`config.mk`:
```
export PLATFORM = sky130hd
export DESIGN_NAME = inv_unit
export DESIGN_NICKNAME = d
export VERILOG_FILES = /design/src/source/inv_pkg.sv /design/src/source/mod_reduce.sv /design/src/source/inv_fifo.sv /design/src/source/bin_inv.sv /design/src/source/inv_unit.sv
export SDC_FILE = /design/constraint.sdc
export NUM_CORES = 1
export LEC_CHECK = 0
export BUFFER_PORTS_ARGS = -buffer_cell sky130_fd_sc_hd__buf_2
export CORE_ASPECT_RATIO = 1.25
export CORE_MARGIN = 1.5
export CORE_UTILIZATION = 55
export CTS_BUF_LIST = sky130_fd_sc_hd__clkbuf_2 sky130_fd_sc_hd__clkbuf_4 sky130_fd_sc_hd__clkbuf_8
export DETAILED_ROUTE_END_ITERATION = 16
export GPL_TIMING_DRIVEN = 1
export PLACE_DENSITY = 0.72
export SKIP_LAST_GASP = 1
export SYNTH_ARGS = -nofsm -noshare
export SYNTH_HDL_FRONTEND = slang
export SYNTH_SLANG_ARGS = --single-unit
```
`constraint.sdc`:
```
create_clock -name i_clk -period 7.6 [get_ports i_clk]
set_clock_uncertainty 0.1 [all_clocks]
set_input_delay 1.14 -clock i_clk [delete_from_list [all_inputs] [get_ports i_clk]]
set_output_delay 1.14 -clock i_clk [all_outputs]
set_load 0.01 [all_outputs]
```
`src/source/inv_pkg.sv`:
```
// shared types for the streaming modular inverter
// holds the binary gcd FSM states and the request status codes
// reported on the error strobe

package inv_pkg;

  // ====================================================================
  // inverter FSM
  // ====================================================================
  typedef enum logic [2:0] {
    IDLE,       // waiting for an operand from the FIFO
    U_STATE,    // halving u until it is odd
    V_STATE,    // halving v until it is odd
    UPDATE,     // subtract the smaller of u and v from the larger
    FINISHED    // result held until the output handshake
  } inv_state_e;

  // ====================================================================
  // request outcome
  // ====================================================================
  typedef enum logic [1:0] {
    ST_OK,      // operand reduced and queued for inversion
    ST_ZERO,    // operand is zero mod P so it has no inverse
    ST_RANGE    // operand is 2P or more and cannot be reduced in one step
  } req_status_e;

endpackage

```
`src/source/mod_reduce.sv`:
```
`timescale 1ns/1ns
// input reduction stage of the inverter
// takes one request at a time and brings it into 0..P-1 with a single
// conditional subtraction, then hands it on or flags it on the error strobe

module mod_reduce #(
  parameter int              BITS = 16,
  parameter logic [BITS-1:0] P    = 'hfff1
) (
  input  logic                 i_clk,
  input  logic                 i_rst,
  input  logic [BITS-1:0]      i_dat,
  input  logic                 i_val,
  input  logic                 i_rdy,
  output logic                 o_rdy,
  output logic [BITS-1:0]      o_dat,
  output logic                 o_val,
  output logic                 o_err,
  output inv_pkg::req_status_e o_err_code
);
  import inv_pkg::*;

  logic            live;    // high from the first edge after reset release
  logic            take;    // request accepted on this edge
  logic            ge_p;    // operand is P or above
  logic            over;    // operand is 2P or above
  logic            zero;    // reduced value has no inverse
  logic [BITS-1:0] red;     // operand after the conditional subtraction
  req_status_e     status;  // outcome of the operand on the input port

  // ====================================================================
  // classification of the incoming operand
  // ====================================================================
  assign ge_p  = (i_dat >= P);
  assign over  = ({1'b0, i_dat} >= {P, 1'b0});  // one extra bit to hold 2P
  assign red   = ge_p ? (i_dat - P) : i_dat;
  assign zero  = (red == '0);                    // covers both 0 and P
  assign take  = i_val && o_rdy;
  assign o_rdy = live && (!o_val || i_rdy);      // empty, or the held item leaves now

  always_comb begin
    if (over) begin
      status = ST_RANGE;
    end else if (zero) begin
      status = ST_ZERO;
    end else begin
      status = ST_OK;
    end
  end

  // ====================================================================
  // stage control
  // ====================================================================
  always_ff @(posedge i_clk) begin
    if (i_rst) begin
      live  <= 1'b0;
      o_val <= 1'b0;
      o_err <= 1'b0;
    end else begin
      live  <= 1'b1;
      o_err <= 1'b0;                             // strobe lasts a single cycle
      if (o_val && i_rdy) begin
        o_val <= 1'b0;                           // FIFO took the held operand
      end
      if (take) begin
        o_err <= (status != ST_OK);              // a reject frees the stage at once
        o_val <= (status == ST_OK);
      end
    end
  end

  always_ff @(posedge i_clk) begin
    if (take) begin
      o_dat      <= red;                         // only meaningful when o_val rises
      o_err_code <= status;
    end
  end

  // a rejected operand must never also reach the FIFO
  a_val_err_excl: assert property (@(posedge i_clk) disable iff (i_rst)
    !(o_val && o_err));

endmodule

```
`src/source/inv_fifo.sv`:
```
`timescale 1ns/1ns
// operand buffer between the reducer and the inverter
// synchronous first-word-fall-through FIFO, the head word is always on o_dat

module inv_fifo #(
  parameter int BITS       = 16,
  parameter int FIFO_DEPTH = 4
) (
  input  logic            i_clk,
  input  logic            i_rst,
  input  logic [BITS-1:0] i_dat,
  input  logic            i_val,
  input  logic            i_rdy,
  output logic            o_rdy,
  output logic [BITS-1:0] o_dat,
  output logic            o_val
);

  localparam int          AW   = $clog2(FIFO_DEPTH);   // pointer width
  localparam logic [AW:0] FULL = (AW+1)'(FIFO_DEPTH);  // count value when full

  logic [BITS-1:0] mem [FIFO_DEPTH];  // operand storage
  logic [AW-1:0]   wr_ptr;            // next slot to write, wraps at the depth
  logic [AW-1:0]   rd_ptr;            // head slot
  logic [AW:0]     count;             // words currently held
  logic            push;
  logic            pop;

  // ====================================================================
  // handshake and head word
  // ====================================================================
  assign o_rdy = (count != FULL);     // not full
  assign o_val = (count != '0);       // not empty
  assign o_dat = mem[rd_ptr];         // fall through, no read latency
  assign push  = i_val && o_rdy;
  assign pop   = o_val && i_rdy;

  // ====================================================================
  // pointers and occupancy
  // ====================================================================
  always_ff @(posedge i_clk) begin
    if (i_rst) begin
      wr_ptr <= '0;
      rd_ptr <= '0;
      count  <= '0;
    end else begin
      if (push) begin
        wr_ptr <= wr_ptr + 1'b1;      // power of two depth so it wraps by itself
      end
      if (pop) begin
        rd_ptr <= rd_ptr + 1'b1;
      end
      case ({push, pop})
        2'b10:   count <= count + 1'b1;
        2'b01:   count <= count - 1'b1;
        default: count <= count;      // idle, or push and pop together
      endcase
    end
  end

  always_ff @(posedge i_clk) begin
    if (push) begin
      mem[wr_ptr] <= i_dat;
    end
  end

  a_count_max: assert property (@(posedge i_clk) disable iff (i_rst)
    count <= FULL);

  // the head may only advance when a word was there to take
  a_no_empty_pop: assert property (@(posedge i_clk) disable iff (i_rst)
    (rd_ptr != $past(rd_ptr)) |-> ($past(count) != '0));

endmodule

```
`src/source/bin_inv.sv`:
```
`timescale 1ns/1ns
// binary extended gcd inverter mod P
// computes one inverse at a time, latency depends on the operand
// u and v start at the operand and at P, x1 and x2 are their cofactors

module bin_inv #(
  parameter int              BITS = 16,
  parameter logic [BITS-1:0] P    = 'hfff1
) (
  input  logic            i_clk,
  input  logic            i_rst,
  input  logic [BITS-1:0] i_dat,
  input  logic            i_val,
  input  logic            i_rdy,
  output logic            o_rdy,
  output logic [BITS-1:0] o_dat,
  output logic            o_val
);
  import inv_pkg::*;

  localparam logic [BITS:0] ONE = 1;

  inv_state_e    state;
  logic [BITS:0] u;         // starts at the operand
  logic [BITS:0] v;         // starts at P
  logic [BITS:0] x1;        // cofactor of u, kept below P
  logic [BITS:0] x2;        // cofactor of v, kept below P
  logic [BITS:0] p_ext;     // P with one bit of headroom
  logic [BITS:0] u_half;
  logic [BITS:0] v_half;
  logic [BITS:0] x1_half;   // x1 / 2 mod P
  logic [BITS:0] x2_half;   // x2 / 2 mod P
  logic [BITS:0] u_sub;     // u - v
  logic [BITS:0] v_sub;     // v - u
  logic [BITS:0] x1_sub;    // x1 - x2 mod P
  logic [BITS:0] x2_sub;    // x2 - x1 mod P
  logic          take;

  // ====================================================================
  // datapath arithmetic
  // ====================================================================
  assign p_ext   = {1'b0, P};
  assign u_half  = u >> 1;
  assign v_half  = v >> 1;
  // an odd cofactor gets P added first so the halving stays exact mod P
  assign x1_half = x1[0] ? ((x1 + p_ext) >> 1) : (x1 >> 1);
  assign x2_half = x2[0] ? ((x2 + p_ext) >> 1) : (x2 >> 1);
  assign u_sub   = u - v;
  assign v_sub   = v - u;
  assign x1_sub  = x1 + ((x1 >= x2) ? '0 : p_ext) - x2;  // stays in 0..P-1
  assign x2_sub  = x2 + ((x2 >= x1) ? '0 : p_ext) - x1;
  assign take    = o_rdy && i_val;

  // ====================================================================
  // control FSM
  // ====================================================================
  always_ff @(posedge i_clk) begin
    if (i_rst) begin
      state <= IDLE;
      o_rdy <= 1'b0;
      o_val <= 1'b0;
    end else begin
      o_rdy <= 1'b0;                        // only IDLE raises it
      case (state)
        IDLE: begin
          o_rdy <= 1'b1;
          if (take) begin
            o_rdy <= 1'b0;
            state <= U_STATE;
          end
        end
        U_STATE: begin
          if (u[0] || u_half[0]) begin      // u odd now or after this halving
            state <= V_STATE;
          end
        end
        V_STATE: begin
          if (v[0] || v_half[0]) begin
            state <= UPDATE;
          end
        end
        UPDATE: begin
          if (u >= v) begin
            if (u_sub == ONE || v == ONE) begin
              state <= FINISHED;
            end else begin
              state <= U_STATE;
            end
          end else begin
            if (v_sub == ONE || u == ONE) begin
              state <= FINISHED;
            end else begin
              state <= U_STATE;
            end
          end
        end
        FINISHED: begin
          if (!o_val) begin
            o_val <= 1'b1;                  // result registered on this edge
          end else if (i_rdy) begin
            o_val <= 1'b0;
            o_rdy <= 1'b1;                  // ready again right after the transfer
            state <= IDLE;
          end
        end
        default: state <= IDLE;
      endcase
    end
  end

  // ====================================================================
  // working registers
  // ====================================================================
  always_ff @(posedge i_clk) begin
    case (state)
      IDLE: begin
        if (take) begin
          u  <= {1'b0, i_dat};
          v  <= p_ext;
          x1 <= ONE;
          x2 <= '0;
        end
      end
      U_STATE: begin
        if (!u[0]) begin
          u  <= u_half;
          x1 <= x1_half;
        end
      end
      V_STATE: begin
        if (!v[0]) begin
          v  <= v_half;
          x2 <= x2_half;
        end
      end
      UPDATE: begin
        if (u >= v) begin
          u  <= u_sub;
          x1 <= x1_sub;
        end else begin
          v  <= v_sub;
          x2 <= x2_sub;
        end
      end
      FINISHED: begin
        if (!o_val) begin
          o_dat <= (u == ONE) ? x1[BITS-1:0] : x2[BITS-1:0];  // cofactor of the 1
        end
      end
      default: ;
    endcase
  end

  // the reducer must have filtered zero, otherwise u never becomes odd
  a_nonzero_in: assert property (@(posedge i_clk) disable iff (i_rst)
    take |-> (i_dat != '0));

  a_hold_result: assert property (@(posedge i_clk) disable iff (i_rst)
    (o_val && !i_rdy) |=> (o_val && $stable(o_dat)));

endmodule

```
`src/source/inv_unit.sv`:
```
`timescale 1ns/1ns
// streaming modular inverter top level
// reducer, operand FIFO and binary gcd inverter in a chain, results
// leave in request order and rejected requests raise the error strobe

module inv_unit #(
  parameter int              BITS       = 16,
  parameter logic [BITS-1:0] P          = 'hfff1,
  parameter int              FIFO_DEPTH = 4
) (
  input  logic                 i_clk,
  input  logic                 i_rst,
  input  logic [BITS-1:0]      i_dat,
  input  logic                 i_val,
  input  logic                 i_rdy,
  output logic                 o_rdy,
  output logic [BITS-1:0]      o_dat,
  output logic                 o_val,
  output logic                 o_err,
  output inv_pkg::req_status_e o_err_code
);

  logic [BITS-1:0] red_dat;  // reduced operand into the FIFO
  logic            red_val;
  logic            red_rdy;  // FIFO not full
  logic [BITS-1:0] q_dat;    // head of the FIFO
  logic            q_val;    // FIFO not empty
  logic            q_rdy;    // inverter idle

  // ====================================================================
  // pipeline
  // ====================================================================
  mod_reduce #(.BITS(BITS), .P(P)) u_mod_reduce (
    .i_clk      (i_clk),
    .i_rst      (i_rst),
    .i_dat      (i_dat),
    .i_val      (i_val),
    .i_rdy      (red_rdy),
    .o_rdy      (o_rdy),
    .o_dat      (red_dat),
    .o_val      (red_val),
    .o_err      (o_err),
    .o_err_code (o_err_code)
  );

  inv_fifo #(.BITS(BITS), .FIFO_DEPTH(FIFO_DEPTH)) u_inv_fifo (
    .i_clk (i_clk),
    .i_rst (i_rst),
    .i_dat (red_dat),
    .i_val (red_val),
    .i_rdy (q_rdy),
    .o_rdy (red_rdy),
    .o_dat (q_dat),
    .o_val (q_val)
  );

  bin_inv #(.BITS(BITS), .P(P)) u_bin_inv (
    .i_clk (i_clk),
    .i_rst (i_rst),
    .i_dat (q_dat),
    .i_val (q_val),
    .i_rdy (i_rdy),
    .o_rdy (q_rdy),
    .o_dat (o_dat),
    .o_val (o_val)
  );

endmodule

```
# Yosys cells after proc, flatten, opt, wreduce, memory -nomap -nowiden
# Memory sizes are Yosys's and may differ from the RTL's. A register that Yosys moved wholly into a read port is not among the register bits.
# Cells that the tools add are included.
[classes] n_mul=0 shift=0 bitwise=2 addsub=13 reduce_logical=26 n_lt_le_gt_ge=5 n_div=0 eq_ne=20 muxes=47
[ops] cell="$mux 17" count=12
[ops] cell="$pmux 17 s3" count=4
[ops] cell="$mux 16" count=6
[ops] cell="$eq 17x1->1 const B" count=4
[ops] cell="$sub 17x17->17" count=4
[ops] cell="$ge 17x17->1" count=3
[ops] cell="$add 17x16->17 const B" count=2
[ops] cell="$add 17x17->17" count=2
[ops] cell="$mux 3" count=8
[ops] cell="$ge 16x17->1 const B" count=1
[ops] cell="$ge 16x16->1 const B" count=1
[ops] cell="$logic_not 16->1" count=1
[ops] cell="$sub 16x16->16 const B" count=1
[ops] cell="$pmux 3 s5" count=1
[ops] cell="$mux 1" count=11
[ops] cell="$ne 2x2->1 const B" count=5
[ops] cell="$reduce_bool 3->1" count=3
[ops] cell="$ne 2x1->1 const B" count=4
[ops] cell="$reduce_and 4->1" count=2
[ops] cell="$eq 3x2->1 const B" count=2
[ops] cell="$mux 2" count=3
[ops] cell="$pmux 3 s2" count=1
[ops] cell="$reduce_and 3->1" count=2
[ops] cell="$reduce_bool 2->1" count=3
[ops] cell="other kinds (18)" count=27
[totals] input_bits=20 latchBits=0 output_inout_bits=21 word_cells=132 romBits=0 ramBits=64 n_memories=1 register_bits=117
[mem_list] memory="u_inv_fifo.mem" depth=4 width=16 read_ports=1 rd_clocked_by_memory_dff=1 write_ports=1 line_no="inv_fifo.sv:22" rtl="logic [BITS-1:0] mem [FIFO_DEPTH];"

# Depth between registers and ports, before layout
[logic_depth] ltp_word=7 ltp_mapped=25 depth_no_buf=25

# Hierarchy
# From an unflattened synthesis, not the netlist that was laid out.
[unflattened] hier_cells=1199 hier_area_um2=12479.5
[modules_own_cells] module="bin_inv" seq_area_each_um2=2622.5 area_each_um2=8714.6 cells_per_inst=983 instances=1
[modules_own_cells] module="inv_fifo" seq_area_each_um2=2102.0 area_each_um2=2822.7 cells_per_inst=136 instances=1
[modules_own_cells] module="mod_reduce" seq_area_each_um2=570.5 area_each_um2=942.2 cells_per_inst=80 instances=1

# Worst setup path after synthesis
# Ideal clock, no wire load.
[synth_path] kind="register to register" startpoint="register u_bin_inv.u[8]" endpoint="register u_bin_inv.u[10], enable pin" arrival_ps=4829 synth_period_minus_slack_ps=5413 path_stages_with_launch=13 setup_time_ps=484 required_time_ps=7016 path_slack_ps=2187 path_cell_list="edfxtp_1 > ha_1 > clkbuf_1 > nand2_1 > nor2_1 > a21o_1 > o21ai_1 > o31a_1 > o21ai_1 > a21oi_1 > nand2_1 > a22oi_1 > a311oi_1"
[synth_between] elab_chain_len=3
[synth_rtl] element="start, declared" line_no="bin_inv.sv:24" rtl="logic [BITS:0] u;"
[synth_rtl] element="start signal, assigned" line_no="bin_inv.sv:118" rtl="u <= {1'b0, i_dat};"
[synth_rtl] element="start signal, assigned" line_no="bin_inv.sv:126" rtl="u <= u_half;"
[synth_rtl] element="start signal, assigned" line_no="bin_inv.sv:138" rtl="u <= u_sub;"
[synth_rtl] element="$ge 17x17->1" line_no="bin_inv.sv:137" rtl="if (u >= v) begin"
[synth_rtl] element="$ne 2x1->1 (no source line)"
[synth_rtl] element="$reduce_and 4->1 (no source line)"
# Every way passes these cells.
# A chain may end at the register's enable or synchronous reset.

# Worst setup path after layout
[layout_path] startpoint="register u_bin_inv.x2[10]" endpoint="register u_bin_inv.x2[16] (data pin)"
[layout_between] elab_chain_len=6
[layout_rtl] element="start, declared" line_no="bin_inv.sv:27" rtl="logic [BITS:0] x2;"
[layout_rtl] element="start signal, assigned" line_no="bin_inv.sv:133" rtl="x2 <= x2_half;"
[layout_rtl] element="start signal, assigned" line_no="bin_inv.sv:142" rtl="x2 <= x2_sub;"
[layout_rtl] element="$ge 17x17->1" line_no="bin_inv.sv:51" rtl="assign x2_sub = x2 + ((x2 >= x1) ? '0 : p_ext) - x1;"
[layout_rtl] element="$mux 16" line_no="bin_inv.sv:51"
[layout_rtl] element="$add 17x17->17 *" line_no="bin_inv.sv:51"
[layout_rtl] element="$sub 17x17->17 *" line_no="bin_inv.sv:51"
[layout_rtl] element="$mux 17 *" line_no="bin_inv.sv:137"
[layout_rtl] element="$pmux 17 s3 *" line_no="bin_inv.sv:115" rtl="case (state)"
# Mark *: on every way between the ends. The rest lies on a longest branch, timed or not. The select of a mux whose other input is x is not followed.

==> run metrics <==
CP most frequent cell a21oi_1; row cnt 60; largest net degree at the start of global routing 50; DP Worst Slack 2.053 ns; Final WS setup 2.063 ns; number of global-route vias before repair 9,150; Net Count, Synth 1,317; nets@finish 1,344; Post-Syn Instances 1,172; Antenna Diode Count 0; total grt overflow 0; WP data required 7.69 ns; most instantiated cells after synthesis edfxtp_1 (165), inv_1 (120), ha_1 (95); crit-path cells inv_1 -> ha_1 -> a21o_1 -> a21o_1 -> a21oi_1 -> o211ai_1 -> a21oi_1 -> o21ai_0 -> nand2_1 -> inv_1 -> ha_1 -> fa_1 -> a21o_1 -> a21oi_1 -> o21bai_1 -> a21oi_1 -> o21bai_1 -> a2111oi_0 -> o21bai_1 -> a21oi_1 -> xnor2_1 -> nor2_1; CTS H-tree depth 4; Startpoint Class register; RSZ-0062 raised after global routing false; status finished clean; Root Driver clkbuf_8; CP Max Fanout 12; largest cells by area after synthesis edfxtp_1 (40%), ha_1 (9.7%), fa_1 (4.9%), xnor2_1 (4.6%), inv_1 (3.7%); yosys warns 0; post-synth cell types 74; Setup-failing EPs final 0; leakage 5.153 nW; Clk network pwr share 13.0%; Least-Margin Pin Slew 1.123 ns; io pins 41; Worst-path clk slew 0.11 ns; fillers 1,799; area grow syn2layout 7.116%; first-pass GRT wire length 47,150 um; via/cell ratio 6.027; 1st-pass router iterations 5; Die Ht 170.1 um; Peak supply drop 0.2582 mV; Post-Synth XOR/XNOR Area 6.200%; worst stage delay on the critical path 0.53 ns; largest family of logic cells by synthesized area compound AO/OA/AOI/OAI gates; Yosys reg bits 182; Hold Fails Final Rpt 0; ys async rst share 0%; Hold-fix buffers, CTS 0; Crit Path Category reg2reg; Initial Utilization 56.65%; die footprint 0.02326 mm^2; Global Route Usage Sum 26.50%; HPWL after DPL 22,290 um; sequential share of the synthesized area 43.08%; share of cells above drive strength 1 9.158%; Bufs on Longest Clock Path 2; Final period util 72.85%; worst min path class reg2reg; CP arrival 5.62 ns; adder-cell share of the synthesized area 14.56%; Clock Sinks 182; worst rel slew slack 25.14%; initial DRC count 652; Pint 2.714 mW; Final Max Tran Viols 0; Comb pwr share 58.4%; CTS Buf Count 17; Post CTS Setup Buffer Count 0; Post-DRT Antenna Nets 0; crit end category register; initial antenna violation count 0; Die X 136.7 um; biggest area consumer among synthesized cells edfxtp_1; setup TNS 0 ns; mapped cell area 0.01229 mm^2; P_sw 2.261 mW; f_max 180.6 MHz; Pwr per Cell Area 377.9 mW/mm^2; average wire per standard cell 19.48 um; most frequently used cell type in the post-synthesis netlist edfxtp_1; post-synthesis compound-gate area fraction 15.02%; GPL Wtd Cong 0.9940; core region area 0.02170 mm^2; DRC Markers 0; # resized after CTS 0; CP max stage cell nand2_1; ys flop type edfxtp_1; routed wire length 29,040 um; Switching Fraction 45.45%; Tmin final 5.537 ns; vias 8,987; IO Port Bufs 39; Yosys top cell area share 40.31%; Flop pwr share 28.6%; Mean Syn Cell Area 10.49 um^2; Clock Latency Late Sink 0.48 ns; mux contribution to synthesized area 3.400%; maxcap violations 0; CTS tree done; Final Core Density 60.68%; EDFF count, synth 165; Synth Area in Simple Gates 12.61%
## routing by layer
| layer | wire, um | global-route usage, % | share of wire, % |
|---|---|---|---|
| met5 | 0 | 0 | 0 |
| met1 | 11050 | 29.18 | 38 |
| met2 | 15490 | 48.53 | 53 |
| met4 | 1510 | 14.43 | 5.2 |
| met3 | 989 | 3.724 | 3.4 |
## registers in the layout, summed over array words and instances, names as in the netlist, named ones only
| signal | count |
|---|---|
| u_mod_reduce.o_err | 1 |
| u_bin_inv.state | 3 |
| u_bin_inv.v | 17 |
| u_mod_reduce.o_err_code | 1 |
| u_bin_inv.o_rdy | 1 |
| u_inv_fifo.wr_ptr | 2 |
| u_mod_reduce.live | 1 |
| u_bin_inv.x1 | 17 |
| u_bin_inv.o_dat | 16 |
| u_bin_inv.u | 17 |
| u_bin_inv.x2 | 17 |
| u_bin_inv.o_val | 1 |
| u_inv_fifo.rd_ptr | 2 |
| u_mod_reduce.o_dat | 16 |
| u_inv_fifo.count | 3 |
| u_inv_fifo.mem | 64 |
| u_mod_reduce.o_val | 1 |
## through the flow
| stage | area (um^2) | cells | power (mW) | hold WS, ns |
|---|---|---|---|---|
| after global placement | 12770 | 1459 | 4.261 | 0.3717 |
| after detailed placement | 12770 | 1459 | 4.310 | 0.3808 |
| final | 13170 | 1491 | 4.974 | 0.3916 |
| after global routing | 13170 | 1491 | 5.344 | 0.4183 |
| after CTS | 13170 | 1491 | 4.966 | 0.3961 |
| after floorplan | 12290 | 1172 | 3.617 | 0.3587 |
## area by class of cell
| type | instances | area [um^2] | area share [%] |
|---|---|---|---|
| clock inverters | 15 | 163.9 | 1.245 |
| flip-flops and latches | 182 | 5295 | 40.22 |
| well taps | 279 | 349.1 | 2.652 |
| inverters | 120 | 450.4 | 3.421 |
| repair buffers | 49 | 270.3 | 2.053 |
| clock buffers | 17 | 234.0 | 1.777 |
| multi-input cells | 829 | 6402 | 48.63 |
## logic make-up after synthesis
group,after synthesis
compound gates,281
flops,182
other cells,1
fa+ha+maj,125
mux,21
xor+xnor,87
buf+inv,161
simple gates,314
## layout by cell type, fill, tap and decap left out, types with 16 or more instances in the layout
cell type / instances
nand2_1: 74
fa_1: 30
nor2b_1: 21
edfxtp_1: 165
buf_2: 39
nand3_1: 18
ha_1: 95
nor2_1: 88
xor2_1: 23
nand4_1: 20
a21o_1: 24
clkbuf_8: 17
nor3_1: 22
a21oi_1: 65
o21ai_0: 59
dfxtp_1: 17
inv_1: 120
mux4_2: 16
xnor2_1: 64
## worst paths after layout
path	start	to	slack, ns	depth (start not counted)
worst max-delay path	u_bin_inv.x2[10]	u_bin_inv.x2[16]	2.06	22
worst min-delay path	u_bin_inv.o_val	u_bin_inv.o_val	0.39	2
worst max register to register	u_bin_inv.x2[10]	u_bin_inv.x2[16]	2.06	22
worst min register to register	u_bin_inv.o_val	u_bin_inv.o_val	0.39	2
## power by group through the flow
stage	registers, mW	clock network (mW)	logic (mW)
after floorplan	1.38	0	2.23
after global placement	1.44	0	2.82
after detailed placement	1.45	0	2.87
after CTS	1.42	0.656	2.89
after global routing	1.44	0.698	3.20
final	1.42	0.646	2.90
## critical path: cells and delay by family (launching register included)
family,cells,cell delay (ns)
AND/OR/NAND/NOR,2,0.59
AO/OA/AOI/OAI,14,2.62
adder cells (fa/ha/maj),3,0.98
flip-flops,1,0.42
XOR/XNOR,1,0.13
buffers and inverters,2,0.39
No activity file was read; power rests on OpenSTA's default activity.
